==> src/rtl/program.hex <==
// One 16-bit word per line, bus addresses 0x8000 to 0x8029
// Even address holds the immediate word, odd address the opcode word
0002
4803
0011
1204
00a5
2310
7fff
3a01
0100
4c22
1234
5105
0042
6a33
0003
7104
00ff
2b01
0800
3302
0555
4e10
0009
1801
7abc
2207
0010
6c05
0000
1111
00c8
5a02
0077
4403
3030
2c11
0001
7f00
0404
1a06
8028
0000

==> src/rtl/fetchPkg.sv <==
package fetchPkg;

	// Widths with a meaning of their own
	typedef logic [15:0] word_t;      // One memory or instruction word
	typedef logic [15:0] busAddr_t;   // Processor bus address
	typedef logic [14:0] romIndex_t;  // Word index inside program memory
	typedef logic [31:0] instr_t;     // Opcode word high, immediate word low
	typedef logic [2:0]  credit_t;    // Holds 0 to CREDIT_MAX

	// Decode queue depth seen by fetch
	localparam credit_t CREDIT_MAX = 3'd4;

	// Program memory geometry
	localparam int       ROM_DEPTH = 32768;   // 32K words
	localparam busAddr_t ROM_BASE  = 16'h8000; // First word, PC reset value

	// Program image loaded at time zero
	localparam string ROM_IMAGE = "/design/src/rtl/program.hex";

	// Second word of a jump is all zero
	localparam word_t JUMP_OPCODE = 16'h0000;

	// Fetch controller states
	typedef enum logic [2:0]
	{
		IDLE,     // Waiting for a credit
		REQ_LO,   // Request immediate word
		WAIT_LO,  // Immediate word returns
		REQ_HI,   // Request opcode word
		WAIT_HI,  // Opcode word returns
		ISSUE     // Hand instruction to decode
	} fetchState_t;

endpackage

==> src/rtl/romBusIf.sv <==
`timescale 1ns/10ps

interface romBusIf;
	import fetchPkg::*;

	busAddr_t addr;      // Word address from the PC
	logic     req;       // Read strobe seen by memory
	logic     fetchReq;  // Controller asks for a word
	word_t    data;      // Registered read data
	logic     dataValid; // Data returned this cycle

	// Bus master side, owned by the program counter
	modport pc
	(
		output addr,
		output req,
		input  fetchReq
	);

	// Program memory side
	modport rom
	(
		input  addr,
		input  req,
		output data,
		output dataValid
	);

	// Fetch control and instruction capture
	modport ctrl
	(
		input  req,
		input  dataValid,
		input  data,
		input  addr,
		output fetchReq
	);

endinterface
==> src/rtl/pcCounter.sv <==
`timescale 1ns/10ps

module pcCounter
(
	input logic             rd,
	input logic             eprom_reset,
	input logic             advance,
	input logic             load,
	input fetchPkg::busAddr_t target,
	romBusIf.pc             bus
);
	import fetchPkg::*;

	busAddr_t pc; // Current bus address

	always_ff @(posedge rd)
	begin
		if (eprom_reset)
		begin
			pc <= ROM_BASE; // Start of program memory
		end
		else if (load)
		begin
			pc <= target; // Jump wins over advance
		end
		else if (advance)
		begin
			pc <= pc + busAddr_t'(1); // Next word
		end
	end

	// Address and strobe leave together
	assign bus.addr = pc;
	assign bus.req  = bus.fetchReq;

endmodule

==> src/flat_wrapper.sv <==
// flat-port wrapper written by rule: the top's interface ports become plain ports
module pcCounter_flat import fetchPkg::*;
  (rd, eprom_reset, advance, load, target, bus_addr, bus_req, bus_fetchReq);
  romBusIf bus_i ();
  input logic rd;
  input logic eprom_reset;
  input logic advance;
  input logic load;
  input fetchPkg::busAddr_t target;
  output wire logic [$bits(bus_i.addr)-1:0] bus_addr;
  output wire logic [$bits(bus_i.req)-1:0] bus_req;
  input wire logic [$bits(bus_i.fetchReq)-1:0] bus_fetchReq;
  assign bus_addr = bus_i.addr;
  assign bus_req = bus_i.req;
  assign bus_i.fetchReq = bus_fetchReq;
  pcCounter u_core (.rd(rd), .eprom_reset(eprom_reset), .advance(advance), .load(load), .target(target), .bus(bus_i));
endmodule
==> config.mk <==
export PLATFORM = sky130hd
export DESIGN_NAME = pcCounter_flat
export DESIGN_NICKNAME = d
export VERILOG_FILES = /design/src/rtl/fetchPkg.sv /design/src/rtl/romBusIf.sv /design/src/rtl/pcCounter.sv /design/src/flat_wrapper.sv
export SDC_FILE = /design/constraint.sdc
export NUM_CORES = 1
export LEC_CHECK = 0
export ABC_CLOCK_PERIOD_IN_PS = 3000
export BUFFER_PORTS_ARGS = -buffer_cell sky130_fd_sc_hd__clkbuf_2
export CAP_MARGIN = 20
export CORE_MARGIN = 2
export CORE_UTILIZATION = 45
export DETAILED_ROUTE_END_ITERATION = 12
export GPL_TIMING_DRIVEN = 0
export HOLD_SLACK_MARGIN = 0.1
export PLACE_DENSITY = 0.75
export SLEW_MARGIN = 20
export SYNTH_ARGS = -nofsm -noshare
export SYNTH_HDL_FRONTEND = slang
export SYNTH_SLANG_ARGS = --single-unit
==> constraint.sdc <==
create_clock -name rd -period 3 [get_ports rd]
set_clock_uncertainty 0.05 [all_clocks]
set_input_delay 0.6 -clock rd [delete_from_list [all_inputs] [get_ports rd]]
set_output_delay 0.6 -clock rd [all_outputs]
set_load 0.01 [all_outputs]
==> out/summary.txt <==
Status - finished clean
Fin crit period - 1.64 ns
Final setup vio count - 0
Average wire per standard cell - 12.5 um
Worst slew pin tran - 0.588 ns
Cell area after layout - 1180 sq um
Worst Path Max Fanout - 6
Required @ worst endpoint - 3.17 ns
Detail Route Antenna Nets - 0
Routed vias/inst - 5.30
Total gr overflow - 0
Synthesis Warnings - 0
Die Ht - 49.9 um
Clock-pin slew on the worst setup and hold paths - 0.10 ns
Starting Density - 47.9%
First-pass GRT wire length - 3640 um
Setup TNS - 0 ns
GRT Total Usage - 19.0%
Initial antenna violation count - 0
FF+latch count, synth - 16
Leak Pwr - 0.453 nW
Hold Crit Class - input port to flip-flop
Clk root buf - clkbuf_4
Vias - 907
CP startpoint kind - flip-flop
Netlist cell types - 31
Layout fillers - 184
Placed wire-length estimate - 1600 um
Final Hold Vio Count - 0
Synthesized area - 950 sq um
Total clock sinks - 16
Vias in the first global route - 865
Post-CTS Setup Inserts - 0
Final Power - 0.480 mW
Final worst path period share - 54.8%
RSZ-0062 raised after global routing - false
H-tree level count - 1
N_diodes - 0
Largest net degree at the start of global routing - 11
Peak VDD IR - 242 uV
DRT Pass-1 Iters - 4
Area of the core - 1980 sq um
Fin. max-slew vios - 0
Drt drc - 0
CTS Buf Count - 3
Syn avg cell area - 8.88 sq um
Clk_lat worst skew - 0.29 ns
Slew headroom - 60.8%
Gpl congestion - 0.812
Clock Tree Buf Depth - 2
Syn-to-layout area delta - 24.8%
Power Density - 405 nW/um^2
Share of layout cells above drive strength 1 - 35.4%
# hold bufs at CTS - 0
DIE AREA - 2490 sq um
CTS tree - built
Max Cap Viol - 0
Post-CTS sizing - 0
CP Class - flip-flop to flip-flop
Synthesized instance count - 107
Fmax - 608 MHz
CP Capture Type - flip-flop
Post-Place Cell Area - 1150 sq um
Horiz. Die Dim - 49.9 um
DR iter-0 viols - 5
Seq/Total Area, Yosys - 33.7%
Drt total wl - 2130 um
Port buffer count - 33
Syn_nets - 129
Cell Rows - 16
Final Net Count - 167
Worst EP arrival - 1.82 ns
# IOs - 38
Max reg flops - 16
Yosys cell counts:
cell | number | area (sq um)
mux2i_1 | 2 | 20.0
nor4_1 | 2 | 12.5
nand3_4 | 2 | 35.0
ha_1 | 1 | 12.5
o311a_1 | 1 | 10.0
clkinv_1 | 1 | 3.75
nand4_1 | 4 | 25.0
a211oi_2 | 2 | 25.0
nand4_2 | 1 | 12.5
nand3_1 | 1 | 5.00
buf_4 | 2 | 15.0
o21bai_1 | 2 | 15.0
xnor2_1 | 10 | 87.6
inv_1 | 2 | 7.51
a311oi_1 | 2 | 17.5
nand2_1 | 10 | 37.5
nor3_2 | 1 | 10.0
clkbuf_1 | 3 | 11.3
nand2b_1 | 1 | 6.26
a21oi_1 | 6 | 30.0
o21ai_0 | 3 | 15.0
dfxtp_1 | 16 | 320
a211oi_1 | 5 | 37.5
buf_1 | 2 | 7.51
or3_1 | 2 | 12.5
nor4_2 | 3 | 37.5
nor2_1 | 11 | 41.3
nor4_4 | 1 | 21.3
nor3_1 | 4 | 20.0
nand3_2 | 2 | 20.0
xor2_1 | 2 | 17.5
metrics by stage:
| stage | util, % | worst slack, ns | hold slack (ns) | instances |
|---|---|---|---|---|
| 3_5_place_dp | 58.0 | 1.04 | 0.514 | 167 |
| 3_3_place_gp | 58.0 | 1.11 | 0.511 | 167 |
| 6_report | 59.8 | 1.36 | 0.473 | 171 |
| 4_1_cts | 59.8 | 1.35 | 0.460 | 171 |
| 2_1_floorplan | - | 1.39 | 0.522 | 107 |
| 5_1_grt | 59.8 | 1.17 | 0.497 | 171 |
cell type report:
cell class	count	area, sq um	area share (%)
Tap cell	27	33.8	2.85
Timing Repair Buffer	33	165	13.9
Inverter	3	11.3	0.950
Buffer	7	33.8	2.85
Clock buffer	4	36.3	3.06
Sequential cell	16	320	27.0
Multi-Input combinational cell	81	584	49.3
layer usage:
layer	share of wire [%]	track usage [%]	up-vias
met2	47	31.1	28
met5	0	0	-
met3	5.4	3.33	4
li1	-	-	461
met1	46	23.3	414
met4	1.5	10.6	0
path summary, 6_finish.rpt:
kind / start / to / slack [ns] / depth (start not counted)
setup reg to reg: u_core.bus.addr[0] / u_core.bus.addr[12] / 1.36 / 5
setup / recovery: u_core.bus.addr[0] / u_core.bus.addr[12] / 1.36 / 5
hold / removal: target[2] / u_core.bus.addr[2] / 0.47 / 3
hold reg to reg: u_core.bus.addr[5] / u_core.bus.addr[5] / 0.53 / 2
where the power goes:
part / switching (mW) / internal, mW / total [mW]
sequential: 0.0223 / 0.228 / 0.250
clock: 0.0717 / 0.0740 / 0.146
combinational: 0.0442 / 0.0407 / 0.0848
total: 0.138 / 0.342 / 0.480
layout by cell type (no fill, tap or decap), drive strengths merged, types with 2 or more instances in the layout:
| cell type | instances |
|---|---|
| mux2i | 2 |
| o21bai | 2 |
| a21oi | 6 |
| nand3 | 5 |
| or3 | 2 |
| nor3 | 5 |
| a211oi | 7 |
| nand2 | 10 |
| clkbuf | 40 |
| inv | 2 |
| xnor2 | 10 |
| a311oi | 2 |
| nor2 | 11 |
| nor4 | 6 |
| dfxtp | 16 |
| o21ai | 3 |
| xor2 | 2 |
| nand4 | 5 |
| buf | 4 |
worst max-delay path: stages (launching register included):
cell	delay, ns
dfxtp_1	0.46
ha_1	0.24
nand3_2	0.19
nor4_4	0.32
xnor2_1	0.11
a211oi_2	0.20
cell families after synthesis:
kind of cell,Yosys count,synth area share [%]
xor gates and xnor gates,12,11.1
AOI/OAI and AO/OA,21,15.8
DFF,16,33.7
adders and majority gates,1,1.32
muxes,2,2.11
and+or+nand+nor,45,31.2
buffers and inverters,10,4.74
Note: power is estimated with default switching activity, not from simulation.
