[src/rtl/program.hex]
// One 16-bit word per line, bus addresses 0x8000 to 0x8029
// Even address holds the immediate word, odd address the opcode word
0002
4803
0011
1204
00a5
2310
7fff
3a01
0100
4c22
1234
5105
0042
6a33
0003
7104
00ff
2b01
0800
3302
0555
4e10
0009
1801
7abc
2207
0010
6c05
0000
1111
00c8
5a02
0077
4403
3030
2c11
0001
7f00
0404
1a06
8028
0000

[src/rtl/fetchPkg.sv]
package fetchPkg;

	// Widths with a meaning of their own
	typedef logic [15:0] word_t;      // One memory or instruction word
	typedef logic [15:0] busAddr_t;   // Processor bus address
	typedef logic [14:0] romIndex_t;  // Word index inside program memory
	typedef logic [31:0] instr_t;     // Opcode word high, immediate word low
	typedef logic [2:0]  credit_t;    // Holds 0 to CREDIT_MAX

	// Decode queue depth seen by fetch
	localparam credit_t CREDIT_MAX = 3'd4;

	// Program memory geometry
	localparam int       ROM_DEPTH = 32768;   // 32K words
	localparam busAddr_t ROM_BASE  = 16'h8000; // First word, PC reset value

	// Program image loaded at time zero
	localparam string ROM_IMAGE = "/design/src/rtl/program.hex";

	// Second word of a jump is all zero
	localparam word_t JUMP_OPCODE = 16'h0000;

	// Fetch controller states
	typedef enum logic [2:0]
	{
		IDLE,     // Waiting for a credit
		REQ_LO,   // Request immediate word
		WAIT_LO,  // Immediate word returns
		REQ_HI,   // Request opcode word
		WAIT_HI,  // Opcode word returns
		ISSUE     // Hand instruction to decode
	} fetchState_t;

endpackage

[src/rtl/romBusIf.sv]
`timescale 1ns/10ps

interface romBusIf;
	import fetchPkg::*;

	busAddr_t addr;      // Word address from the PC
	logic     req;       // Read strobe seen by memory
	logic     fetchReq;  // Controller asks for a word
	word_t    data;      // Registered read data
	logic     dataValid; // Data returned this cycle

	// Bus master side, owned by the program counter
	modport pc
	(
		output addr,
		output req,
		input  fetchReq
	);

	// Program memory side
	modport rom
	(
		input  addr,
		input  req,
		output data,
		output dataValid
	);

	// Fetch control and instruction capture
	modport ctrl
	(
		input  req,
		input  dataValid,
		input  data,
		input  addr,
		output fetchReq
	);

endinterface
[src/rtl/fetchControl.sv]
`timescale 1ns/10ps

module fetchControl
(
	input  logic  rd,
	input  logic  eprom_reset,
	input  logic  creditReturn,
	romBusIf.ctrl bus,
	output logic  advance,
	output logic  load,
	output logic  captureLo,
	output logic  captureHi,
	input  logic  isJump,
	output logic  instrValid
);
	import fetchPkg::*;

	fetchState_t state;     // Current state
	fetchState_t nextState; // State after this edge
	credit_t     credits;   // Free slots in decode
	logic        haveCredit;

	assign haveCredit = (credits != '0);

	// State register and credit counter
	always_ff @(posedge rd)
	begin
		if (eprom_reset)
		begin
			state   <= IDLE;
			credits <= CREDIT_MAX; // Decode queue empty
		end
		else
		begin
			state <= nextState;
			case ({instrValid, creditReturn})
				2'b10: credits <= credits - credit_t'(1); // Slot used
				2'b01: credits <= credits + credit_t'(1); // Slot freed
				default: credits <= credits;              // None or both
			endcase
		end
	end

	// Next state and strobes
	always_comb
	begin
		nextState  = state;
		advance    = 1'b0;
		load       = 1'b0;
		captureLo  = 1'b0;
		captureHi  = 1'b0;
		instrValid = 1'b0;
		case (state)
			IDLE:
			begin
				if (haveCredit)
				begin
					nextState = REQ_LO; // Start a new instruction
				end
			end
			REQ_LO: nextState = WAIT_LO;
			WAIT_LO:
			begin
				if (bus.dataValid)
				begin
					captureLo = 1'b1;
					advance   = 1'b1;
					nextState = REQ_HI;
				end
				else
				begin
					nextState = REQ_LO; // No data, ask again
				end
			end
			REQ_HI: nextState = WAIT_HI;
			WAIT_HI:
			begin
				if (bus.dataValid)
				begin
					captureHi = 1'b1;
					advance   = 1'b1;
					nextState = ISSUE;
				end
				else
				begin
					nextState = REQ_HI; // Retry opcode word
				end
			end
			ISSUE:
			begin
				instrValid = 1'b1;
				load       = isJump; // Redirect PC on jump
				nextState  = IDLE;
			end
			default: nextState = IDLE;
		endcase
	end

	// Word request in either request state
	assign bus.fetchReq = (state == REQ_LO) || (state == REQ_HI);

endmodule

[src/flat_wrapper.sv]
// flat-port wrapper written by rule: the top's interface ports become plain ports
module fetchControl_flat import fetchPkg::*;
  (rd, eprom_reset, creditReturn, advance, load, captureLo, captureHi, isJump, instrValid, bus_req, bus_dataValid, bus_data, bus_addr, bus_fetchReq);
  romBusIf bus_i ();
  input  logic rd;
  input  logic eprom_reset;
  input  logic creditReturn;
  output logic advance;
  output logic load;
  output logic captureLo;
  output logic captureHi;
  input  logic isJump;
  output logic instrValid;
  input wire logic [$bits(bus_i.req)-1:0] bus_req;
  input wire logic [$bits(bus_i.dataValid)-1:0] bus_dataValid;
  input wire logic [$bits(bus_i.data)-1:0] bus_data;
  input wire logic [$bits(bus_i.addr)-1:0] bus_addr;
  output wire logic [$bits(bus_i.fetchReq)-1:0] bus_fetchReq;
  assign bus_i.req = bus_req;
  assign bus_i.dataValid = bus_dataValid;
  assign bus_i.data = bus_data;
  assign bus_i.addr = bus_addr;
  assign bus_fetchReq = bus_i.fetchReq;
  fetchControl u_core (.rd(rd), .eprom_reset(eprom_reset), .creditReturn(creditReturn), .bus(bus_i), .advance(advance), .load(load), .captureLo(captureLo), .captureHi(captureHi), .isJump(isJump), .instrValid(instrValid));
endmodule
[config.mk]
export PLATFORM = sky130hd
export DESIGN_NAME = fetchControl_flat
export DESIGN_NICKNAME = d
export VERILOG_FILES = /design/src/rtl/fetchPkg.sv /design/src/rtl/romBusIf.sv /design/src/rtl/fetchControl.sv /design/src/flat_wrapper.sv
export SDC_FILE = /design/constraint.sdc
export NUM_CORES = 1
export LEC_CHECK = 0
export ABC_AREA = 1
export BUFFER_PORTS_ARGS = -buffer_cell sky130_fd_sc_hd__buf_2
export CAP_MARGIN = 0
export CORE_MARGIN = 5
export CORE_UTILIZATION = 27
export DETAILED_ROUTE_END_ITERATION = 8
export PLACE_DENSITY = 0.69
export SYNTH_ARGS = -nofsm -noshare
export SYNTH_HDL_FRONTEND = slang
export SYNTH_SLANG_ARGS = --single-unit
[constraint.sdc]
create_clock -name rd -period 1.5 [get_ports rd]
set_input_delay 0.3 -clock rd [delete_from_list [all_inputs] [get_ports rd]]
set_output_delay 0.3 -clock rd [all_outputs]
set_load 0.1 [all_outputs]
==> metrics.log, run 1 <==
INFO  metric routed_wirelength = 1030 um
INFO  metric post-route-drc-count = 0
INFO  metric postSynthAreaPerCell = a little under 7 um2
INFO  metric cts_root_buf = clkbuf_4
INFO  metric post-synth-top-area-cell = dfxtp_1
INFO  metric setup.worst_path.start_class = register
INFO  metric cts_buffers = 3
INFO  metric pre_cts_ws = -55.4 ps
INFO  metric htree_num_levels = 1
INFO  metric groute.usage.overall = 0.121
INFO  metric hold_endpoint = u_core.state[0]
INFO  metric grt_pass1_wl = 1740 um
INFO  metric core_area = 1270 um2
INFO  metric dp_hpwl = roughly 900 um
INFO  metric finalCritPeriodShare = 1.05
INFO  metric status = finished with violations
INFO  metric synth-seq-cells = 6
INFO  metric drt_pass1_iterations = 3
INFO  metric slew_viol_final = 0
INFO  metric worst_path_largest_cell_delay = between 300 and 400 ps
INFO  metric floorplan.die.width = between 40 and 50 um
INFO  metric cellLeakagePower = around 0.31 nW
INFO  metric design.portCount = 44
INFO  metric timing.critical_path.max_delay_family = buffers and inverters
INFO  metric violated_checks = setup timing
INFO  metric grt_total_ovfl = 0
INFO  metric synth.top_cells.by_area = dfxtp_1, inv_1, nor2_1
INFO  metric post_synth_inst_count = 52
INFO  metric synth_sequential_area_ratio = 0.339
INFO  metric min-delay-start = eprom_reset
INFO  metric worstPathCellList = inv_2, nor3_4, inv_2, buf_6, nor2_4, buf_12
INFO  metric largest_net_degree_at_the_start_of_global_routing = 6
INFO  metric critical-path-top-cell-by-count = inv_2
INFO  metric commonest_cells_after_routing_fill_and_taps_aside = buf_4, inv_1, nor2_1, nand2_1, buf_12
INFO  metric synth_top_family_by_area = simple AND/OR/NAND/NOR gates
INFO  metric synth_unique_cells = 14
INFO  metric ff2ff_path_depth = 10
INFO  metric path_buf_inv = 4
INFO  metric area_delta_synth_final = 93.3%
INFO  metric finalCriticalPeriod = 1580 ps
INFO  metric cp_data_required_time = around 1200 ps
INFO  metric synthSimpleGateAreaFrac = 0.357
INFO  metric gp_congestion = 0.797
INFO  metric wl_per_cell = approximately 12 um
INFO  metric p_per_area = 821 nW/um2
INFO  metric rsz0062_at_grt = true
INFO  metric cp.arrival = roughly 1300 ps
INFO  metric synth_adder_area_share = 0.0919
INFO  metric yosys.area_share.xor_xnor = 0
INFO  metric fp-row-count = 13
INFO  metric dpl.cell_count = 86
INFO  metric drv.max_cap_violation_count = 0
INFO  metric max_clk_rate = 635 MHz
INFO  metric layout.nets = 116
INFO  metric critical_path_peak_fanout = 2
INFO  metric mappedNetlistArea = 354 um2
INFO  metric vias_cell = 4.58
INFO  metric ys.warnings.count = 0
INFO  metric numPortBuffers = 10
INFO  metric holdBufCountCts = 0
INFO  metric finalHoldViolCount = 0
INFO  metric critical-path-slowest-cell = dfxtp_2
INFO  metric critical_path_class = register to output pin
INFO  metric worst_slack = -75.1 ps
INFO  metric clk_pin_slew_worst_paths = around 40 ps
INFO  metric grt_pass1_vias = ~440
INFO  metric ctsLongestPathBuffers = 2
INFO  metric slew_headroom = 0.878
INFO  metric final.setup_skew = 2.97 ps
INFO  metric fp.dieArea = 2140 um2
INFO  metric proportion_of_layout_cells_with_a_drive_suffix_above_1 = 0.541
INFO  metric synth_compound_area_frac = 0.0848
INFO  metric antennaDiodeCount = 0
INFO  metric final-instance-count-excl-fill = a little under 90
INFO  metric number_of_antenna_violations_at_the_first_check_in_global_routing = 0
INFO  metric die_height = between 40 and 50 um
INFO  metric finalSetupViolCount = 5
INFO  metric initial_drt_markers = 4
INFO  metric detailroute.via_count = 408
INFO  metric synth_top_area_frac = 0.339
INFO  metric clock_tree_from_tritoncts = built
INFO  metric num-fill-cells = 111
INFO  metric setup.reg_to_reg.worst_slack = -30 ps
INFO  metric critPathLaunch = u_core.state[2]
INFO  metric fraction_of_synthesized_area_in_multiplexers = 0
INFO  metric timing.rr.end = u_core.credits[2]
INFO  metric endpoint_kind = output pin
INFO  metric timing_worst_slew_pin_value = approximately 180 ps
INFO  metric layout.cells.most_common = buf_4
INFO  metric syn-num-nets = 92
INFO  metric clock_latency = ~240 ps
INFO  metric reg2reg_from = u_core.state[2]
INFO  metric holdCritPathClass = input pin to register
INFO  metric initial_core_util = 0.279
INFO  metric hold_path_depth = 2
INFO  metric route.antenna.remaining_nets = 0
INFO  metric power.ir.vdd_worst = 526 uV
INFO  metric clock-sinks = 6
synthesized netlist by cell type (all sizes together):
master / number
nor3: 1
a21oi: 3
o21ai: 3
nand4: 2
inv: 12
nand2: 7
nor2: 10
nand3: 6
dfxtp: 6
ha: 1
fa: 1
per-layer routing:
metal / GRT usage / vias up / part of all wire
li1: - / 210 / -
met1: 0.0981 / 183 / 0.32
met2: 0.234 / 11 / 0.58
met3: 0.0313 / 4 / 0.046
met4: 0.0966 / 0 / 0.047
met5: 0 / - / 0
sequential cells by signal, summed over array words and instances, names as in the netlist:
register / flops
u_core.credits: 3
u_core.state: 3
power by group:
part	internal [mW]	switching (mW)	total, mW	leakage [nW]
Clock	0.0901	0.0528	0.143	0.0138
Combinational	0.0897	0.142	0.231	0.243
Sequential	0.177	0.0113	0.188	0.0508
Total	0.356	0.206	0.562	0.307
per-stage QoR:
stage	cell area, um2	total power [mW]	TNS (ps)	utilization	hold slack, ps
after floorplan	390	0.320	-3380	-	362
after global placement	617	0.396	-19.6	0.486	442
after global routing	684	0.601	-609	0.539	263
final	684	0.562	-168	0.539	263
after detailed placement	617	0.404	-85.3	0.486	444
after CTS	676	0.568	-448	0.533	256
cell type report:
cell class	count	area [um2]	area share
inverters	12	51.3	0.0750
repair buffers	19	211	0.309
well taps	15	18.8	0.0274
multi-input cells	34	256	0.375
flip-flops and latches	6	124	0.181
clock buffers	3	22.5	0.0329
worst register-to-register path: cells and delay by family (launching register included):
kind,cells,cell delay [ps]
buf+inv,3,180
fa+ha+maj,2,570
flops,1,320
simple gates,5,340
repair_timing:
item	in CTS	in global routing
setup buffers	1	0
resized for setup	7	4
gates cloned	0	0
setup endpoints to repair	7	8
pin swaps	7	7
cell families (layout without fill, tap and decap cells):
group,after synthesis,after routing
adder cells (fa/ha/maj),2,2
AND/OR/NAND/NOR,26,26
flip-flops,6,6
AO/OA/AOI/OAI,6,6
buffers and inverters,12,34
worst max-delay path by stage:
stage                              to  slack [ps]  depth (start not counted)
detailed placement  u_core.credits[2]         -60                          9
floorplan           u_core.credits[1]        -800                          8
global route                     load        -150                          6
finish                           load         -80                          6
global placement    u_core.credits[1]         -20                          8
CTS                              load        -110                          6
(Power assumes the default switching activity.)
==> run 2, diff against run 1 <==
Settings changed: BUFFER_PORTS_ARGS -buffer_cell sky130_fd_sc_hd__buf_2 to -buffer_cell sky130_fd_sc_hd__buf_4.
==> metrics.log, run 2 (same netlist as run 1, synthesis figures left out) <==
INFO  metric routed_wirelength = 1110 um
INFO  metric initial_drt_markers = 5
INFO  metric top_regs = u_core.credits (3), u_core.state (3)
INFO  metric finalCritPeriodShare = 1.05
INFO  metric grt_pass1_wl = 1970 um
INFO  metric initial_core_util = 0.279
INFO  metric grt_pass1_vias = roughly 490
INFO  metric proportion_of_layout_cells_with_a_drive_suffix_above_1 = 0.639
INFO  metric slew_viol_final = 0
INFO  metric ctsLongestPathBuffers = 2
INFO  metric area_delta_synth_final = 125%
INFO  metric worst_slack = -69.6 ps
INFO  metric layout.nets = 125
INFO  metric endpoint_kind = output pin
INFO  metric route.antenna.remaining_nets = 0
INFO  metric rsz0062_at_grt = true
INFO  metric design.portCount = 44
INFO  metric max_clk_rate = 637 MHz
INFO  metric drt_pass1_iterations = 2
INFO  metric antennaDiodeCount = 0
INFO  metric cellLeakagePower = 0.359 nW
INFO  metric violated_checks = setup timing
INFO  metric groute.usage.overall = 0.130
INFO  metric setup.worst_path.start_class = register
INFO  metric layout.cells.most_common = buf_4
INFO  metric dp_hpwl = 672 um
INFO  metric timing_worst_slew_pin_value = about 200 ps
INFO  metric htree_num_levels = 1
INFO  metric holdBufCountCts = 0
INFO  metric p_per_area = 785 nW/um2
INFO  metric slew_headroom = 0.867
INFO  metric power.ir.vdd_worst = 466 uV
INFO  metric pre_cts_ws = -36.3 ps
INFO  metric clock-sinks = 6
INFO  metric cp_data_required_time = between 1000 and 1500 ps
INFO  metric vias_cell = 4.42
INFO  metric finalSetupViolCount = 5
INFO  metric detailroute.via_count = approximately 430
INFO  metric num-fill-cells = between 100 and 150
INFO  metric fp-row-count = 13
INFO  metric finalHoldViolCount = 0
INFO  metric fin_tns_setup = -229 ps
INFO  metric number_of_antenna_violations_at_the_first_check_in_global_routing = 0
INFO  metric clock_latency = ~240 ps
INFO  metric largest_net_degree_at_the_start_of_global_routing = 5
INFO  metric cts_root_buf = clkbuf_4
INFO  metric floorplan.die.width = 46.2 um
INFO  metric clock_tree_from_tritoncts = built
INFO  metric status = finished with violations
INFO  metric multi_input_logic_area = between 200 and 300 um2
INFO  metric final.setup_skew = 2.70 ps
INFO  metric core_area = 1270 um2
INFO  metric gp_congestion = approximately 0.8
INFO  metric wl_per_cell = 11.3 um
INFO  metric drv.max_cap_violation_count = 0
INFO  metric cp.arrival = 1270 ps
INFO  metric clk_pin_slew_worst_paths = 40 ps
INFO  metric post-route-drc-count = 0
INFO  metric numPortBuffers = 10
INFO  metric fp.dieArea = 2140 um2
INFO  metric die_height = 46.2 um
INFO  metric finalCriticalPeriod = 1570 ps
INFO  metric holdCritPathClass = input pin to register
INFO  metric grt_total_ovfl = 0
INFO  metric flip_flop_and_latch_area = 124 um2
INFO  metric critical_path_peak_fanout = 2
INFO  metric critical_path_class = register to output pin
INFO  metric cts_buffers = 3
INFO  metric commonest_cells_after_routing_fill_and_taps_aside = buf_4, inv_1, nor2_1, buf_12, buf_6
-- run 2: metrics by stage --
| step | power [mW] | instance area (um2) | hold WS, ps | util | instances |
|---|---|---|---|---|---|
| after detailed placement | 0.383 | 559 | 456 | 0.441 | 87 |
| after floorplan | 0.320 | 390 | 362 | - | 52 |
| after global routing | 0.674 | 796 | 228 | 0.627 | 98 |
| after CTS | 0.603 | 748 | 227 | 0.590 | 96 |
| after global placement | 0.379 | 559 | 443 | 0.441 | 87 |
| final | 0.625 | 796 | 233 | 0.627 | 98 |
-- run 2: worst paths after layout --
check,slack (ps),endpoint,start,cells past startpoint
setup / recovery,-70,load,u_core.state[2],6
hold / removal,230,u_core.state[0],eprom_reset,2
setup reg to reg,-60,u_core.credits[1],u_core.state[2],8
hold reg to reg,460,u_core.credits[2],u_core.credits[2],2
-- run 2: final cells by class --
| class | instances | share of cell area |
|---|---|---|
| Tap cell | 15 | 0.0236 |
| Inverter | 12 | 0.0613 |
| Timing Repair Buffer | 28 | 0.382 |
| Clock buffer | 3 | 0.0283 |
| Sequential cell | 6 | 0.156 |
| Multi-Input combinational cell | 34 | 0.349 |
-- run 2: power by group --
group	switching (mW)	internal, mW
clock	0.0508	0.0900
combinational	0.160	0.135
sequential	0.0127	0.177
-- run 2: worst max-delay path: stages (launching register included) --
cell and delay (ps):
dfxtp_2 340, inv_2 50, nor3_4 180, inv_2 80, buf_6 120, nor2_4 90
buf_12 180
-- run 2: timing repair --
item,4_1_cts,5_1_grt
setup endpoints to repair,8,9
buffers inserted,6,4
gates resized for setup,29,9
pin swaps,9,8
-- run 2: per-layer routing --
layer	global-route usage	share of wire	vias up
li1	-	-	230
met1	0.121	0.37	194
met2	0.266	0.59	9
met3	0.0469	0.039	0
met4	0.0170	0	0
met5	0	0	-
==> run 3, diff against run 2 <==
Settings changed: MAX_ROUTING_LAYER set to met4, PLACE_DENSITY 0.69 to 0.72.
==> metrics.log, run 3 (same netlist as run 1, synthesis figures left out) <==
INFO  metric status = finished with violations
INFO  metric violated_checks = setup timing
INFO  metric setup.worst_path.start_class = register
INFO  metric finalCritPeriodShare = 1.06
INFO  metric hold_path_depth = 2
INFO  metric post-route-drc-count = 0
INFO  metric dp_hpwl = 744 um
INFO  metric initial_core_util = 0.279
INFO  metric worst_slack = -91.4 ps
INFO  metric max_clk_rate = between 600 and 700 MHz
INFO  metric ff2ff_path_depth = 8
INFO  metric clock_latency = roughly 240 ps
INFO  metric finalHoldViolCount = 0
INFO  metric numPortBuffers = 10
INFO  metric clock_tree_from_tritoncts = built
INFO  metric drv.max_cap_violation_count = 0
INFO  metric endpoint_kind = output pin
INFO  metric number_of_antenna_violations_at_the_first_check_in_global_routing = 0
INFO  metric critical_path_peak_fanout = 2
INFO  metric route.antenna.remaining_nets = 0
INFO  metric area_delta_synth_final = 130%
INFO  metric routed_wirelength = around 1200 um
INFO  metric dpl-instance-area = around 560 um2
INFO  metric worstSetupPathDepth = 6
INFO  metric fp.dieArea = between 2000 and 2500 um2
INFO  metric timing.critical_path.max_delay_family = buffers and inverters
INFO  metric timing_worst_slew_pin_value = 203 ps
INFO  metric slew_headroom = 0.864
INFO  metric final.setup_skew = 1.24 ps
INFO  metric finalCriticalPeriod = 1590 ps
INFO  metric path_buf_inv = 4
INFO  metric critical_path_class = register to output pin
INFO  metric grt_pass1_wl = 1890 um
INFO  metric layout.cells.most_common = buf_4
INFO  metric wl_per_cell = roughly 12 um
INFO  metric final-instance-count-excl-fill = 98
INFO  metric fin_tns_setup = -356 ps
INFO  metric clk_pin_slew_worst_paths = 40 ps
INFO  metric grt_pass1_vias = ~470
INFO  metric clock-sinks = 6
INFO  metric vias_cell = 4.77
INFO  metric critical-path-slowest-cell = dfxtp_2
INFO  metric grt_total_ovfl = 0
INFO  metric cp.arrival = around 1300 ps
INFO  metric design.portCount = 44
INFO  metric detailroute.via_count = 467
INFO  metric p_per_area = 775 nW/um2
INFO  metric power.ir.vdd_worst = ~760 uV
INFO  metric largest_net_degree_at_the_start_of_global_routing = 5
INFO  metric core_area = 1270 um2
INFO  metric cts_root_buf = clkbuf_4
INFO  metric gp_congestion = slightly below 0.9
INFO  metric holdCritPathClass = input pin to register
INFO  metric critical-path-top-cell-by-count = inv_2
INFO  metric holdBufCountCts = 0
INFO  metric commonest_cells_after_routing_fill_and_taps_aside = buf_4, inv_1, buf_12
INFO  metric antennaDiodeCount = 0
INFO  metric cp_data_required_time = around 1200 ps
INFO  metric worst_path_largest_cell_delay = 320 ps
INFO  metric htree_num_levels = 1
INFO  metric floorplan.die.width = between 40 and 50 um
INFO  metric finalSetupViolCount = 7
INFO  metric finish.instance_area = 813 um2
INFO  metric groute.usage.overall = 0.129
INFO  metric drt_pass1_iterations = 2
INFO  metric fin_worst_hold_slack = 238 ps
INFO  metric proportion_of_layout_cells_with_a_drive_suffix_above_1 = 0.699
INFO  metric worstPathCellList = inv_2, nor3_4, inv_2, buf_6, nor2_4, buf_12
INFO  metric layout.nets = 125
INFO  metric dpl.cell_count = 87
INFO  metric cellLeakagePower = 0.362 nW
INFO  metric slew_viol_final = 0
INFO  metric postLayoutCoreUtil = 0.641
INFO  metric ctsLongestPathBuffers = 2
INFO  metric die_height = roughly 46 um
INFO  metric rsz0062_at_grt = true
INFO  metric cts_buffers = 3
INFO  metric fp-row-count = 13
INFO  metric initial_drt_markers = 5
INFO  metric top_regs = u_core.credits (3), u_core.state (3)
run 3: path summary, 6_finish.rpt:
path | endpoint | slack [ps] | startpoint
worst max-delay path | load | -90 | u_core.state[2]
worst min-delay path | u_core.state[1] | 240 | eprom_reset
worst max register to register | u_core.credits[1] | -80 | u_core.state[2]
worst min register to register | u_core.credits[2] | 470 | u_core.credits[2]
run 3: worst reg2reg max path: cells and delay by family (launching register included):
kind / cells / cell delay (ps)
AOI/OAI and AO/OA: 1 / 120
DFF: 1 / 320
and+or+nand+nor: 2 / 240
adders and majority gates: 2 / 600
buffers and inverters: 3 / 190
run 3: layout make-up:
class,count,area [um2]
clock buffers,3,22.5
fillers,111,455
inverters,12,51.3
multi-input cells,34,290
flip-flops and latches,6,126
well taps,15,18.8
repair buffers,28,304
run 3: per-stage QoR:
step,setup slack [ps],power (mW)
2_1_floorplan,-795,0.320
3_3_place_gp,-14.6,0.378
3_5_place_dp,-51.3,0.385
4_1_cts,-91.8,0.602
5_1_grt,-161,0.672
6_report,-91.4,0.630
run 3: report_power, final:
part	leakage, nW	internal, mW	total, mW	switching [mW]
combinational	0.297	0.133	0.299	0.166
clock	0.0138	0.0900	0.142	0.0517
sequential	0.0511	0.176	0.190	0.0131
total	0.362	0.400	0.630	0.231
run 3: what timing repair did:
item                       in CTS  in global routing
resized for setup              32                 13
pin swaps                       7                 10
gates cloned                    0                  0
buffers inserted                7                  3
setup endpoints to repair       8                  9
run 3: per-layer routing:
metal,global-route usage,share of wire,up-vias
met1,0.114,0.33,223
met3,0.0469,0.063,2
li1,-,-,229
met4,0.0398,0.022,0
met2,0.247,0.59,13
met5,-,0,-
